### src/source/core_pkg.sv
/* widths, vectors and MIPS32 encodings shared by the three-step integer core
   only the listed subset decodes and other encodings run as no-ops */
package core_pkg;

    localparam int data_width     = 32;
    localparam int reg_addr_width = 5;
    localparam int int_width      = 6;     // external interrupt lines

    typedef logic [data_width-1:0]     word_t;
    typedef logic [reg_addr_width-1:0] reg_addr_t;

    localparam word_t reset_vector = 32'hbfc0_0000;
    localparam word_t exc_vector   = 32'hbfc0_0380;    // BEV=1 general entry

    // cp0 register numbers
    localparam reg_addr_t cp0_status = 5'd12;
    localparam reg_addr_t cp0_cause  = 5'd13;
    localparam reg_addr_t cp0_epc    = 5'd14;

    localparam int status_ie_bit  = 0;
    localparam int status_exl_bit = 1;

    // primary opcode field
    localparam logic [5:0] opc_special = 6'h00;
    localparam logic [5:0] opc_beq     = 6'h04;
    localparam logic [5:0] opc_bne     = 6'h05;
    localparam logic [5:0] opc_addiu   = 6'h09;
    localparam logic [5:0] opc_ori     = 6'h0d;
    localparam logic [5:0] opc_lui     = 6'h0f;
    localparam logic [5:0] opc_cop0    = 6'h10;

    // funct field
    localparam logic [5:0] fn_eret = 6'h18;
    localparam logic [5:0] fn_addu = 6'h21;
    localparam logic [5:0] fn_subu = 6'h23;
    localparam logic [5:0] fn_and  = 6'h24;
    localparam logic [5:0] fn_or   = 6'h25;
    localparam logic [5:0] fn_xor  = 6'h26;
    localparam logic [5:0] fn_slt  = 6'h2a;

    // rs field under cop0
    localparam reg_addr_t cop0_mf = 5'h00;
    localparam reg_addr_t cop0_mt = 5'h04;
    localparam reg_addr_t cop0_co = 5'h10;

    typedef enum logic [3:0] {
        op_nop,
        op_addu,
        op_subu,
        op_and,
        op_or,
        op_xor,
        op_slt,
        op_addiu,
        op_ori,
        op_lui,
        op_beq,
        op_bne,
        op_mfc0,
        op_mtc0,
        op_eret
    } opcode_e;

endpackage

### src/source/exe_wb_if.sv
/* one executed instruction handed from execute to write-back
   wr is only meaningful while valid is high */
`timescale 1ns/1ps

interface exe_wb_if;
    logic                valid;
    core_pkg::word_t     pc;
    logic                wr;       // register write needed
    core_pkg::reg_addr_t dst;
    core_pkg::word_t     result;

    modport exe (output valid, output pc, output wr, output dst, output result);
    modport wb  (input valid, input pc, input wr, input dst, input result);
endinterface

### src/source/cp0_if.sv
/* execute side and coprocessor-0 side of the CP0 block
   reads are combinational and writes land on the next edge */
`timescale 1ns/1ps

interface cp0_if;
    core_pkg::reg_addr_t rd_addr;
    logic                wr_en;
    core_pkg::reg_addr_t wr_addr;
    core_pkg::word_t     wr_data;
    logic                take_int;
    logic                eret;
    core_pkg::word_t     epc_in;     // pc of the cancelled instruction
    core_pkg::word_t     rd_data;
    logic                int_pending;
    core_pkg::word_t     epc;

    modport exe (
        output rd_addr, output wr_en, output wr_addr, output wr_data,
        output take_int, output eret, output epc_in,
        input  rd_data, input int_pending, input epc
    );
    modport cp0 (
        input  rd_addr, input wr_en, input wr_addr, input wr_data,
        input  take_int, input eret, input epc_in,
        output rd_data, output int_pending, output epc
    );
endinterface

### src/source/fetch_stage.sv
/* instruction memory must answer inst_addr within the same cycle
   no stall path since fetch issues every cycle */
`timescale 1ns/1ps

module fetch_stage (
    input  logic            aclk,
    input  logic            reset,
    input  core_pkg::word_t inst_rdata,
    input  logic            redirect,
    input  core_pkg::word_t redirect_pc,
    input  logic            discard,
    output core_pkg::word_t inst_addr,
    output logic            fetch_valid,
    output core_pkg::word_t fetch_pc,
    output core_pkg::word_t fetch_instr
);
    core_pkg::word_t pc;

    assign inst_addr = pc;

    always_ff @(posedge aclk) begin
        if (reset) begin
            pc <= core_pkg::reset_vector;
        end else if (redirect) begin
            pc <= redirect_pc;     // branch target, exc vector or epc
        end else begin
            pc <= pc + 32'd4;
        end
    end

    // discard drops the word returned alongside an interrupt or eret
    always_ff @(posedge aclk) begin
        if (reset || discard) begin
            fetch_valid <= 1'b0;
        end else begin
            fetch_valid <= 1'b1;
        end
    end

    always_ff @(posedge aclk) begin
        fetch_pc    <= pc;
        fetch_instr <= inst_rdata;
    end

endmodule

### src/source/reg_file.sv
/* 32 x 32-bit general registers with two combinational reads
   register 0 reads zero and ignores writes */
`timescale 1ns/1ps

module reg_file (
    input  logic                aclk,
    input  logic                reset,
    input  core_pkg::reg_addr_t rs_addr,
    input  core_pkg::reg_addr_t rt_addr,
    input  logic                wr_en,
    input  core_pkg::reg_addr_t wr_addr,
    input  core_pkg::word_t     wr_data,
    output core_pkg::word_t     rs_data,
    output core_pkg::word_t     rt_data
);
    core_pkg::word_t regs [32];

    // nothing retires while reset is high
    always_ff @(posedge aclk) begin
        if (!reset && wr_en && wr_addr != '0) begin
            regs[wr_addr] <= wr_data;
        end
    end

    assign rs_data = (rs_addr == '0) ? '0 : regs[rs_addr];
    assign rt_data = (rt_addr == '0) ? '0 : regs[rt_addr];

endmodule

### src/source/decode_execute.sv
/* decode, operand forwarding, ALU, branch resolve and interrupt take in one cycle
   branches keep one delay slot and an interrupt never lands on a delay slot */
`timescale 1ns/1ps

module decode_execute (
    input  logic                aclk,
    input  logic                reset,
    input  logic                fetch_valid,
    input  core_pkg::word_t     fetch_pc,
    input  core_pkg::word_t     fetch_instr,
    input  logic                wb_wr,
    input  core_pkg::reg_addr_t wb_dst,
    input  core_pkg::word_t     wb_result,
    input  core_pkg::word_t     rs_data,
    input  core_pkg::word_t     rt_data,
    output core_pkg::reg_addr_t rs_addr,
    output core_pkg::reg_addr_t rt_addr,
    output logic                redirect,
    output core_pkg::word_t     redirect_pc,
    output logic                discard,
    exe_wb_if.exe               ewb,
    cp0_if.exe                  cp0
);
    core_pkg::opcode_e   op;
    core_pkg::reg_addr_t rd_addr;
    core_pkg::word_t     imm_sext;
    core_pkg::word_t     src_a;
    core_pkg::word_t     src_b;
    core_pkg::word_t     result;
    core_pkg::word_t     branch_target;
    logic                writes;
    logic                in_delay_slot;
    logic                take_int;
    logic                exec_valid;
    logic                is_branch;
    logic                branch_taken;
    logic                eret_exec;

    assign rs_addr  = fetch_instr[25:21];
    assign rt_addr  = fetch_instr[20:16];
    assign rd_addr  = fetch_instr[15:11];
    assign imm_sext = {{16{fetch_instr[15]}}, fetch_instr[15:0]};

    always_comb begin
        op = core_pkg::op_nop;
        case (fetch_instr[31:26])
            core_pkg::opc_special: begin
                case (fetch_instr[5:0])
                    core_pkg::fn_addu: op = core_pkg::op_addu;
                    core_pkg::fn_subu: op = core_pkg::op_subu;
                    core_pkg::fn_and:  op = core_pkg::op_and;
                    core_pkg::fn_or:   op = core_pkg::op_or;
                    core_pkg::fn_xor:  op = core_pkg::op_xor;
                    core_pkg::fn_slt:  op = core_pkg::op_slt;
                    default:           op = core_pkg::op_nop;
                endcase
            end
            core_pkg::opc_addiu: op = core_pkg::op_addiu;
            core_pkg::opc_ori:   op = core_pkg::op_ori;
            core_pkg::opc_lui:   op = core_pkg::op_lui;
            core_pkg::opc_beq:   op = core_pkg::op_beq;
            core_pkg::opc_bne:   op = core_pkg::op_bne;
            core_pkg::opc_cop0: begin
                if (rs_addr == core_pkg::cop0_mf) begin
                    op = core_pkg::op_mfc0;
                end else if (rs_addr == core_pkg::cop0_mt) begin
                    op = core_pkg::op_mtc0;
                end else if (rs_addr == core_pkg::cop0_co && fetch_instr[5:0] == core_pkg::fn_eret) begin
                    op = core_pkg::op_eret;
                end
            end
            default: op = core_pkg::op_nop;
        endcase
    end

    // write-back result beats the register file, never for $0
    assign src_a = (wb_wr && wb_dst != '0 && wb_dst == rs_addr) ? wb_result : rs_data;
    assign src_b = (wb_wr && wb_dst != '0 && wb_dst == rt_addr) ? wb_result : rt_data;

    always_comb begin
        result = '0;
        writes = 1'b1;
        case (op)
            core_pkg::op_addu:  result = src_a + src_b;
            core_pkg::op_subu:  result = src_a - src_b;
            core_pkg::op_and:   result = src_a & src_b;
            core_pkg::op_or:    result = src_a | src_b;
            core_pkg::op_xor:   result = src_a ^ src_b;
            core_pkg::op_slt:   result = {31'b0, $signed(src_a) < $signed(src_b)};
            core_pkg::op_addiu: result = src_a + imm_sext;
            core_pkg::op_ori:   result = src_a | {16'h0, fetch_instr[15:0]};
            core_pkg::op_lui:   result = {fetch_instr[15:0], 16'h0};
            core_pkg::op_mfc0:  result = cp0.rd_data;
            default:            writes = 1'b0;    // branches, mtc0, eret, nop
        endcase
    end

    assign take_int   = fetch_valid & cp0.int_pending & ~in_delay_slot;
    assign exec_valid = fetch_valid & ~take_int;    // cancelled instr commits nothing

    assign is_branch     = (op == core_pkg::op_beq) || (op == core_pkg::op_bne);
    assign branch_taken  = exec_valid &
                           (((op == core_pkg::op_beq) && (src_a == src_b)) ||
                            ((op == core_pkg::op_bne) && (src_a != src_b)));
    assign branch_target = fetch_pc + 32'd4 + {imm_sext[29:0], 2'b00};
    assign eret_exec     = exec_valid & (op == core_pkg::op_eret);

    // next instruction in execute is the delay slot
    always_ff @(posedge aclk) begin
        if (reset) begin
            in_delay_slot <= 1'b0;
        end else begin
            in_delay_slot <= exec_valid & is_branch;
        end
    end

    assign redirect    = take_int | eret_exec | branch_taken;
    assign redirect_pc = take_int  ? core_pkg::exc_vector :
                         eret_exec ? cp0.epc : branch_target;
    assign discard     = take_int | eret_exec;

    assign cp0.rd_addr  = rd_addr;
    assign cp0.wr_en    = exec_valid & (op == core_pkg::op_mtc0);
    assign cp0.wr_addr  = rd_addr;
    assign cp0.wr_data  = src_b;
    assign cp0.take_int = take_int;
    assign cp0.eret     = eret_exec;
    assign cp0.epc_in   = fetch_pc;

    assign ewb.valid  = exec_valid;
    assign ewb.pc     = fetch_pc;
    assign ewb.wr     = writes;
    assign ewb.dst    = (fetch_instr[31:26] == core_pkg::opc_special) ? rd_addr : rt_addr;
    assign ewb.result = result;

endmodule

### src/source/cp0_regs.sv
/* Status, Cause and EPC only, with interrupts as the sole exception source
   Status.EXL changes only on interrupt entry and eret */
`timescale 1ns/1ps

module cp0_regs (
    input  logic                           aclk,
    input  logic                           reset,
    input  logic [core_pkg::int_width-1:0] ext_int,
    cp0_if.cp0                             cp0
);
    core_pkg::word_t status;
    core_pkg::word_t cause;
    core_pkg::word_t epc;

    always_ff @(posedge aclk) begin
        if (reset) begin
            status <= '0;
        end else begin
            if (cp0.wr_en && cp0.wr_addr == core_pkg::cp0_status) begin
                status[15:8]                   <= cp0.wr_data[15:8];    // IM
                status[core_pkg::status_ie_bit] <= cp0.wr_data[core_pkg::status_ie_bit];
            end
            if (cp0.take_int) begin
                status[core_pkg::status_exl_bit] <= 1'b1;
            end else if (cp0.eret) begin
                status[core_pkg::status_exl_bit] <= 1'b0;
            end
        end
    end

    always_ff @(posedge aclk) begin
        if (reset) begin
            cause <= '0;
        end else begin
            cause[10 +: core_pkg::int_width] <= ext_int;    // IP7..IP2, one flop
            if (cp0.wr_en && cp0.wr_addr == core_pkg::cp0_cause) begin
                cause[9:8] <= cp0.wr_data[9:8];    // software interrupts
            end
        end
    end

    always_ff @(posedge aclk) begin
        if (cp0.take_int) begin
            epc <= cp0.epc_in;
        end else if (cp0.wr_en && cp0.wr_addr == core_pkg::cp0_epc) begin
            epc <= cp0.wr_data;
        end
    end

    assign cp0.int_pending = status[core_pkg::status_ie_bit] &
                             ~status[core_pkg::status_exl_bit] &
                             (|(cause[15:8] & status[15:8]));

    always_comb begin
        case (cp0.rd_addr)
            core_pkg::cp0_status: cp0.rd_data = status;
            core_pkg::cp0_cause:  cp0.rd_data = cause;
            core_pkg::cp0_epc:    cp0.rd_data = epc;
            default:              cp0.rd_data = '0;
        endcase
    end

    assign cp0.epc = epc;

endmodule

### src/source/writeback_stage.sv
/* last pipeline register, feeding the register file, forwarding and golden trace
   a write to $0 still shows on the trace */
`timescale 1ns/1ps

module writeback_stage (
    input  logic                aclk,
    input  logic                reset,
    exe_wb_if.wb                ewb,
    output logic                wb_wr,
    output core_pkg::reg_addr_t wb_dst,
    output core_pkg::word_t     wb_result,
    output core_pkg::word_t     debug_wb_pc,
    output core_pkg::word_t     debug_wb_rf_wdata,
    output logic [3:0]          debug_wb_rf_wen,
    output core_pkg::reg_addr_t debug_wb_rf_wnum
);
    logic                wr_q;
    core_pkg::word_t     pc_q;
    core_pkg::reg_addr_t dst_q;
    core_pkg::word_t     result_q;

    always_ff @(posedge aclk) begin
        if (reset) begin
            wr_q <= 1'b0;
        end else begin
            wr_q <= ewb.valid & ewb.wr;
        end
    end

    always_ff @(posedge aclk) begin
        pc_q     <= ewb.pc;
        dst_q    <= ewb.dst;
        result_q <= ewb.result;
    end

    assign wb_wr     = wr_q;
    assign wb_dst    = dst_q;
    assign wb_result = result_q;

    assign debug_wb_pc       = pc_q;
    assign debug_wb_rf_wdata = result_q;
    assign debug_wb_rf_wen   = {4{wr_q}};    // whole word or nothing
    assign debug_wb_rf_wnum  = dst_q;

endmodule

### src/source/mycpu_top.sv
/* three-step MIPS subset core with a same-cycle instruction port
   no data memory, so the trace port is the only visible result */
`timescale 1ns/1ps

module mycpu_top (
    input  logic                           aclk,
    input  logic                           reset,
    input  logic [core_pkg::int_width-1:0] ext_int,
    input  core_pkg::word_t                inst_rdata,
    output core_pkg::word_t                inst_addr,
    output core_pkg::word_t                debug_wb_pc,
    output core_pkg::word_t                debug_wb_rf_wdata,
    output logic [3:0]                     debug_wb_rf_wen,
    output core_pkg::reg_addr_t            debug_wb_rf_wnum
);
    logic                redirect;
    core_pkg::word_t     redirect_pc;
    logic                discard;
    logic                fetch_valid;
    core_pkg::word_t     fetch_pc;
    core_pkg::word_t     fetch_instr;
    core_pkg::reg_addr_t rs_addr;
    core_pkg::reg_addr_t rt_addr;
    core_pkg::word_t     rs_data;
    core_pkg::word_t     rt_data;
    logic                wb_wr;      // also the regfile write port
    core_pkg::reg_addr_t wb_dst;
    core_pkg::word_t     wb_result;

    exe_wb_if ewb_bus ();
    cp0_if    cp0_bus ();

    fetch_stage u_fetch_stage (
        .aclk        (aclk),
        .reset       (reset),
        .inst_rdata  (inst_rdata),
        .redirect    (redirect),
        .redirect_pc (redirect_pc),
        .discard     (discard),
        .inst_addr   (inst_addr),
        .fetch_valid (fetch_valid),
        .fetch_pc    (fetch_pc),
        .fetch_instr (fetch_instr)
    );

    decode_execute u_decode_execute (
        .aclk        (aclk),
        .reset       (reset),
        .fetch_valid (fetch_valid),
        .fetch_pc    (fetch_pc),
        .fetch_instr (fetch_instr),
        .wb_wr       (wb_wr),
        .wb_dst      (wb_dst),
        .wb_result   (wb_result),
        .rs_data     (rs_data),
        .rt_data     (rt_data),
        .rs_addr     (rs_addr),
        .rt_addr     (rt_addr),
        .redirect    (redirect),
        .redirect_pc (redirect_pc),
        .discard     (discard),
        .ewb         (ewb_bus.exe),
        .cp0         (cp0_bus.exe)
    );

    reg_file u_reg_file (
        .aclk    (aclk),
        .reset   (reset),
        .rs_addr (rs_addr),
        .rt_addr (rt_addr),
        .wr_en   (wb_wr),
        .wr_addr (wb_dst),
        .wr_data (wb_result),
        .rs_data (rs_data),
        .rt_data (rt_data)
    );

    cp0_regs u_cp0_regs (
        .aclk    (aclk),
        .reset   (reset),
        .ext_int (ext_int),
        .cp0     (cp0_bus.cp0)
    );

    writeback_stage u_writeback_stage (
        .aclk              (aclk),
        .reset             (reset),
        .ewb               (ewb_bus.wb),
        .wb_wr             (wb_wr),
        .wb_dst            (wb_dst),
        .wb_result         (wb_result),
        .debug_wb_pc       (debug_wb_pc),
        .debug_wb_rf_wdata (debug_wb_rf_wdata),
        .debug_wb_rf_wen   (debug_wb_rf_wen),
        .debug_wb_rf_wnum  (debug_wb_rf_wnum)
    );

endmodule

### config.mk
export PLATFORM = sky130hd
export DESIGN_NAME = mycpu_top
export DESIGN_NICKNAME = d
export VERILOG_FILES = /design/src/source/core_pkg.sv /design/src/source/exe_wb_if.sv /design/src/source/cp0_if.sv /design/src/source/fetch_stage.sv /design/src/source/reg_file.sv /design/src/source/decode_execute.sv /design/src/source/cp0_regs.sv /design/src/source/writeback_stage.sv /design/src/source/mycpu_top.sv
export SDC_FILE = /design/constraint.sdc
export NUM_CORES = 2
export LEC_CHECK = 0
export BUFFER_PORTS_ARGS = -buffer_cell sky130_fd_sc_hd__buf_4
export CAP_MARGIN = 15
export CORE_UTILIZATION = 57
export CTS_CLUSTER_DIAMETER = 100
export DETAILED_ROUTE_END_ITERATION = 12
export PLACE_DENSITY = 0.8
export SLEW_MARGIN = 25
export SYNTH_ARGS = -nofsm -noshare
export SYNTH_HDL_FRONTEND = slang
export SYNTH_SLANG_ARGS = --single-unit
### constraint.sdc
create_clock -name aclk -period 5.34 [get_ports aclk]
set_clock_uncertainty 0.05 [all_clocks]
set_input_delay 0.801 -clock aclk [delete_from_list [all_inputs] [get_ports aclk]]
set_output_delay 0.801 -clock aclk [all_outputs]
set_load 0.02 [all_outputs]
# Yosys cells after proc, flatten, opt, wreduce, memory -nomap -nowiden
# Memory sizes are Yosys's and may differ from the RTL's. A register that Yosys moved wholly into a read port is not among the register bits.
# Index checks and enable logic that the tools add are counted.
dict set report word_totals {
  ff_bits 218
  ram_bits 1024
  inputBits 40
  output_inout_bits 105
  word_cells 124
  memories 1
}
dict set report op_classes {
  n_addsub 6
  n_lt_le_gt_ge 1
  eq_ne 36
  n_mux 23
  bitwise 20
  reduce_logical 23
}
# memory words word_bits read_ports rd_ports_with_merged_regs write_ports line
set mem_list {}
lappend mem_list {u_reg_file.regs 32 32 2 2 1 reg_file.sv:16} ;# core_pkg::word_t regs [32];
# operator count
set ops {}
lappend ops {{$pmux W32 S10} 1}
lappend ops {{$mux W32} 9}
lappend ops {{$add A32 B32 Y32} 3}
lappend ops {{$pmux W32 S3} 1}
lappend ops {{$add A32 B3 Y32 const B} 2}
lappend ops {{$eq A6 B6 Y1 const B} 6}
lappend ops {{$and A32 B32 Y32} 1}
lappend ops {{$eq A32 B32 Y1} 1}
lappend ops {{$lt A32 B32 Y1} 1}
lappend ops {{$ne A32 B32 Y1} 1}
lappend ops {{$or A32 B16 Y32} 1}
lappend ops {{$or A32 B32 Y32} 1}
lappend ops {{$sub A32 B32 Y32} 1}
lappend ops {{$xor A32 B32 Y32} 1}
lappend ops {{$eq A4 B4 Y1 const B} 7}
lappend ops {{$pmux W4 S7} 1}
lappend ops {{$eq A6 B4 Y1 const B} 3}
lappend ops {{$pmux W3 S6} 1}
lappend ops {{$eq A4 B3 Y1 const B} 4}
lappend ops {{$eq A5 B4 Y1 const B} 3}
lappend ops {{$eq A6 B3 Y1 const B} 2}
lappend ops {{$eq A6 B5 Y1 const B} 2}
lappend ops {{$mux W4} 3}
lappend ops {{$logic_and A1 B1 Y1} 11}
lappend ops {{19 further kinds} 42}

# Longest topological paths before layout
dict set report depth {
  ltp_word 12
  depth_mapped 23
  depth_no_buf 19
}

# Cells and area by module
# A second synthesis with hierarchy kept.
dict set report unflattened {
  hier_cells 4382
  hier_area_um2 64541.9
}
# module n_inst cells_each area_per_inst_um2 seq_area_each_um2
set by_module_without_submodules {}
lappend by_module_without_submodules {reg_file 1 2369 47227.8 30749.5}
lappend by_module_without_submodules {decode_execute 1 1428 10032.1 20.0}
lappend by_module_without_submodules {fetch_stage 1 275 3062.9 1941.9}
lappend by_module_without_submodules {cp0_regs 1 198 2501.1 1321.3}
lappend by_module_without_submodules {writeback_stage 1 112 1717.9 1401.3}

# Worst setup path before layout
# No wires, ideal clock.
dict set report synth_path {
  path_kind {reg-to-reg}
  startpoint {register u_fetch_stage.fetch_instr[21]}
  endpoint {register u_writeback_stage.result_q[28], in the netlist u_writeback_stage.debug_wb_rf_wdata[28]}
  setup_ps 120
  t_arrival_ps 5574
  t_required_ps 5170
  slack_ps -404
  path_stages_with_launch 22
  synth_period_minus_slack_ps 5744
  path_cell_list {dfxtp_1 clkbuf_1 buf_2 buf_1 buf_2 mux4_2 mux4_2 a22oi_1 o21ai_0 inv_1 ha_1 inv_1 fa_1 a21o_1 a211oi_1 o41ai_1 a311oi_1 o211ai_1 a31oi_1 or4_1 o211ai_1 a211o_1}
}
dict set report synth_between {
  elab_chain_cells 8
  word_cells_on_any_way 30
  classes_between {3 x add/sub; 13 x eq/ne; 7 x mux; 4 x bitwise; 3 x reduce/logical}
}
# element line
set synth_rtl {}
lappend synth_rtl {{start, declared} fetch_stage.sv:15} ;# output core_pkg::word_t fetch_instr
lappend synth_rtl {{start signal, assigned} fetch_stage.sv:42} ;# fetch_instr <= inst_rdata;
lappend synth_rtl {{branches (longest 7 deep; another with $add A32 B32 Y32)} n/a}
lappend synth_rtl {{$pmux W32 S10 *} decode_execute.sv:83} ;# case (op)
lappend synth_rtl {{via ewb_bus.result[28]} exe_wb_if.sv:10} ;# core_pkg::word_t result;
lappend synth_rtl {{end signal, assigned} writeback_stage.sv:33} ;# result_q <= ewb.result;
lappend synth_rtl {{end, declared} writeback_stage.sv:20} ;# core_pkg::word_t result_q;
# Mark *: on every way through the listed nets, which the timed path passes.
# A chain may end at the register's enable or synchronous reset.

# Final worst setup path
dict set report layout_path {
  startpoint {register u_fetch_stage.fetch_instr[21]}
  endpoint {register u_fetch_stage.pc[31], in the netlist u_fetch_stage.inst_addr[31]}
}
dict set report layout_between {
  elab_chain_cells 12
  word_cells_on_any_way 27
  classes_between {8 x eq/ne; 9 x mux; 4 x bitwise; 6 x reduce/logical}
}
# element line
set layout_rtl {}
lappend layout_rtl {{$eq A5 B5 Y1} decode_execute.sv:68} ;# end else if (rs_addr == core_pkg::cop0_co && fetch_instr[5:0] == core_pkg::fn_eret) begin
lappend layout_rtl {{$logic_and A1 B1 Y1} decode_execute.sv:68}
lappend layout_rtl {{$mux W4} decode_execute.sv:68}
lappend layout_rtl {{$mux W4} decode_execute.sv:66} ;# end else if (rs_addr == core_pkg::cop0_mt) begin
lappend layout_rtl {{$mux W4} decode_execute.sv:64} ;# if (rs_addr == core_pkg::cop0_mf) begin
lappend layout_rtl {{$pmux W4 S7} decode_execute.sv:46} ;# case (fetch_instr[31:26])
lappend layout_rtl {{$eq A4 B4 Y1 (on tied branches)} {decode_execute.sv:103, decode_execute.sv:104}}
lappend layout_rtl {{$logic_and A1 B1 Y1 (on tied branches)} {decode_execute.sv:103, decode_execute.sv:104}}
lappend layout_rtl {{$logic_or A1 B1 Y1} decode_execute.sv:103} ;# (((op == core_pkg::op_beq) && (src_a == src_b)) ||
lappend layout_rtl {{$and A1 B1 Y1} decode_execute.sv:102} ;# assign branch_taken = exec_valid &
lappend layout_rtl {{$or A1 B1 Y1} decode_execute.sv:117} ;# assign redirect = take_int | eret_exec | branch_taken;
lappend layout_rtl {{$mux W32 *} fetch_stage.sv:24} ;# end else if (redirect) begin
lappend layout_rtl {{end signal, assigned} fetch_stage.sv:23} ;# pc <= core_pkg::reset_vector;
lappend layout_rtl {{end signal, assigned} fetch_stage.sv:25} ;# pc <= redirect_pc;
lappend layout_rtl {{end signal, assigned} fetch_stage.sv:27} ;# pc <= pc + 32'd4;
lappend layout_rtl {{end, declared} fetch_stage.sv:17} ;# core_pkg::word_t pc;
# Mark *: on every way between the ends. The rest lies on a longest branch, timed or not.

==> results.md <==
- TNS Setup: 0 ps
- Yosys top cell area share: 0.505
- Num rows: around 120
- Rel. slew slack: 0.262
- Seq/Total Area, Yosys: 0.564
- Layout area overhead: 16.2%
- Hpwl dp: approximately 130000 um
- Most common cell after layout, fill and taps aside: edfxtp_1
- Core area: around 110000 sq um
- Most frequent cells in the layout: edfxtp_1, buf_4, mux4_2, a21oi_1, nor2_1
- Initial Utilization: 0.576
- Worst path slowest cell: mux4_2
- Slew Viols, Final: 0
- XOR/XNOR Fraction of Synth Area: 0.0141
- Vias/cell: around 7.3
- Via count: 44800
- F_max: 188 MHz
- Simple-Gate Fraction of Synth Area: 0.0476
- Outcome: completed
- Gr usage total: 0.361
- Static Leak: 0.0262 uW
- CP Class: reg2reg
- Vias in the first global route: 43900
- WL final: between 200000 and 250000 um
- Final Instance Area: between 70000 and 80000 sq um
- Met2 global-route usage: 0.553
- Worst min path class: in2reg
- Overflow after GRT: 0
- Die Height: approximately 330 um
- Post-synth EDFFs: 1056
- Synth Register Bits: 1242
- Max Root-Sink Buffers: 3
- Iteration-0 DRC Markers: approximately 6800
- Number of H-tree levels: 3
- CTS root buffer: clkbuf_16
- Met1 Use GR: 0.470
- Crit path max fanout: 13
- Die X: 334 um
- Most used flip-flop cell after synthesis: edfxtp_1
- Leading area contributor after synthesis: edfxtp_1
- Count of unique library cells instantiated by Yosys: 82
- CP arrival: between 5000 and 6000 ps
- WP data required: approximately 5900 ps
- Pwr Density: 318 nW/um^2
- Mux cell area share after synthesis: 0.209
- Wire per inst: roughly 33 um
- Synth warn: 0
- Initial antenna violation count: 3
- Port buffer count: between 100 and 150
- Synth Area in Adders: 0.0378
- CP endpoint kind: flip-flop
- Cell Area, Synth: roughly 63000 sq um
- Final-report hold violation count: 0
- CTS Buf Count: roughly 120
- Non-filler cells in the finished layout: slightly above 6000
- TritonCTS Sinks: about 1200
- Largest family of logic cells by synthesized area: multiplexers
- Met3 GRT Util: 0.0909
- Worst setup SP type: flip-flop
- Nets: a little under 5000
- RSZ-0062 raised after global routing: yes
- Avg Synthesized Cell Area: between 10 and 15 sq um
- DIE AREA: between 100000 and 150000 sq um
- Clock transition at the registers of the reported paths: approximately 70 ps
- CP cell instances: buf_12 -> buf_12 -> clkbuf_16 -> mux4_2 -> mux4_2 -> a22oi_2 -> o21ai_1 -> ha_1 -> nand4_1 -> or3_4 -> nor4_1 -> buf_4 -> xnor2_1 -> nand2_1 -> and3_1 -> or4_1 -> o21ai_0 -> o21ai_0
- Compound-Gate Fraction of Synth Area: 0.101
- Worst ir drop on vdd: 0.000292 V
- Quantity of hold-fixing buffers added after cts: 0
- Clock Latency Late Sink: 750 ps
- Final Setup Violations: 0
- Area of the multi-input gates: approximately 26000 sq um
- FF/Latch Area: approximately 35000 sq um
- Post-place setup slack: -100 ps
- Max stage delay on crit path: 530 ps
- Max Cap Viol: 0
- IO Count: 145
- Synth Instances: approximately 4300
- Drt pass-1 iters: 8
- Post-route minimum period: around 5300 ps
- Antenna-violating nets left: 0
- Fin crit share: 0.997
- Most Crowded Layer GR: met2
- Dpl cells: between 5000 and 6000
- Filler cell count: between 7000 and 8000
- Largest net degree at the start of global routing: 58
- Worst-Margin Slew: between 1000 and 1500 ps
- Share of flip-flops with an asynchronous set or reset: 0
- Fraction of layout cells with a size suffix above 1: 0.287
- CTS tree: done
- First-pass GRT wire length: just under 300000 um
- Placed instance area: 68300 sq um
- Drc violations: 0
- RePlAce Congestion: 1.03
- Largest cells by area after synthesis: edfxtp_1, mux4_2, dfxtp_1, ha_1, mux2i_1
- Fin worst setup slack: 17.8 ps
cell families after synthesis:
family	count (synthesis)
AO/OA/AOI/OAI	945
XOR/XNOR	101
adder cells (fa/ha/maj)	188
buffers and inverters	405
flip-flops	1242
multiplexers	732
other	1
AND/OR/NAND/NOR	642
registers in the layout, indices dropped and copies added (netlist names):
signal and flops:
u_fetch_stage.fetch_instr 32, u_decode_execute.in_delay_slot 1, u_cp0_regs.cause 8, u_writeback_stage.wb_wr 1
u_cp0_regs.status 10, u_fetch_stage.fetch_pc 32, u_cp0_regs.cp0.epc 32, u_writeback_stage.debug_wb_rf_wdata 32
u_writeback_stage.debug_wb_pc 32, u_fetch_stage.fetch_valid 1, u_writeback_stage.debug_wb_rf_wnum 5, u_reg_file.regs 1024
u_fetch_stage.inst_addr 32
power by group:
group / internal [uW] / switching [uW]
Combinational: 1500 / 2080
Clock: 4890 / 3860
Sequential: 10700 / 122
cells in the mapped netlist (9+ instances only):
| cell | number |
|---|---|
| a222oi_1 | 10 |
| o21ai_0 | 169 |
| a32oi_1 | 36 |
| o21bai_1 | 13 |
| o31ai_1 | 9 |
| mux2i_1 | 202 |
| a211oi_1 | 24 |
| a31oi_1 | 16 |
| a221oi_1 | 83 |
| nor2b_1 | 21 |
| o21a_1 | 11 |
| buf_1 | 39 |
| clkbuf_1 | 201 |
| nand2_1 | 153 |
| nand3_1 | 47 |
| inv_1 | 108 |
| a21oi_1 | 240 |
| nand2b_1 | 15 |
| nand3b_1 | 11 |
| a22o_1 | 9 |
| mux2_2 | 74 |
| mux4_2 | 456 |
| nor2_1 | 261 |
| o211ai_1 | 81 |
| or3_1 | 13 |
| a22oi_1 | 103 |
| ha_1 | 185 |
| edfxtp_1 | 1056 |
| buf_2 | 50 |
| xnor2_1 | 63 |
| xor2_1 | 38 |
| dfxtp_1 | 186 |
| nor3_1 | 24 |
| and3_1 | 22 |
| nand4_1 | 21 |
| a21o_1 | 50 |
| o221ai_1 | 20 |
critical path, delay by kind of cell, from the launching register on:
kind	cells	cell delay, ps
buffers and inverters	4	700
AOI/OAI and AO/OA	4	660
DFF	1	410
xor gates and xnor gates	1	120
and+or+nand+nor	6	1770
muxes	2	1040
adders and majority gates	1	400
what timing repair did:
item | in CTS | in global routing
endpoints found under the setup margin | 7 | 42
cloned | 1 | 4
pin swaps | 1 | 6
setup buffers | 2 | 28
resized for setup | 14 | 42
path summary, 6_finish.rpt:
check,slack [ps],to,cells past startpoint,startpoint
min reg2reg,320,u_fetch_stage.fetch_pc[1],0,u_fetch_stage.inst_addr[1]
max,20,u_fetch_stage.inst_addr[31],18,u_fetch_stage.fetch_instr[21]
min,100,u_fetch_stage.fetch_instr[11],1,inst_rdata[11]
max reg2reg,20,u_fetch_stage.inst_addr[31],18,u_fetch_stage.fetch_instr[21]
layout make-up:
| cell class | instances | share of cell area |
|---|---|---|
| inverters | 108 | 0.00556 |
| multi-input cells | 2640 | 0.361 |
| repair buffers | 546 | 0.0672 |
| clock inverters | 63 | 0.00784 |
| diodes | 1 | 0.0000343 |
| clock buffers | 165 | 0.0478 |
| flip-flops and latches | 1242 | 0.486 |
| well taps | 1414 | 0.0243 |
metrics by stage:
stage / total power [uW] / hold slack, ps / util
2_1_floorplan: 13100 / 301 / -
3_3_place_gp: 14400 / 313 / 0.626
3_5_place_dp: 14500 / 312 / 0.626
4_1_cts: 23000 / 73.4 / 0.664
5_1_grt: 23700 / 86.2 / 0.669
6_report: 23200 / 96.3 / 0.669
metal layers:
metal	part of all wire	up-vias
li1	-	18000
met1	0.34	22000
met2	0.45	3900
met3	0.15	849
met4	0.064	4
met5	0.00013	-
(Power assumes the default switching activity.)
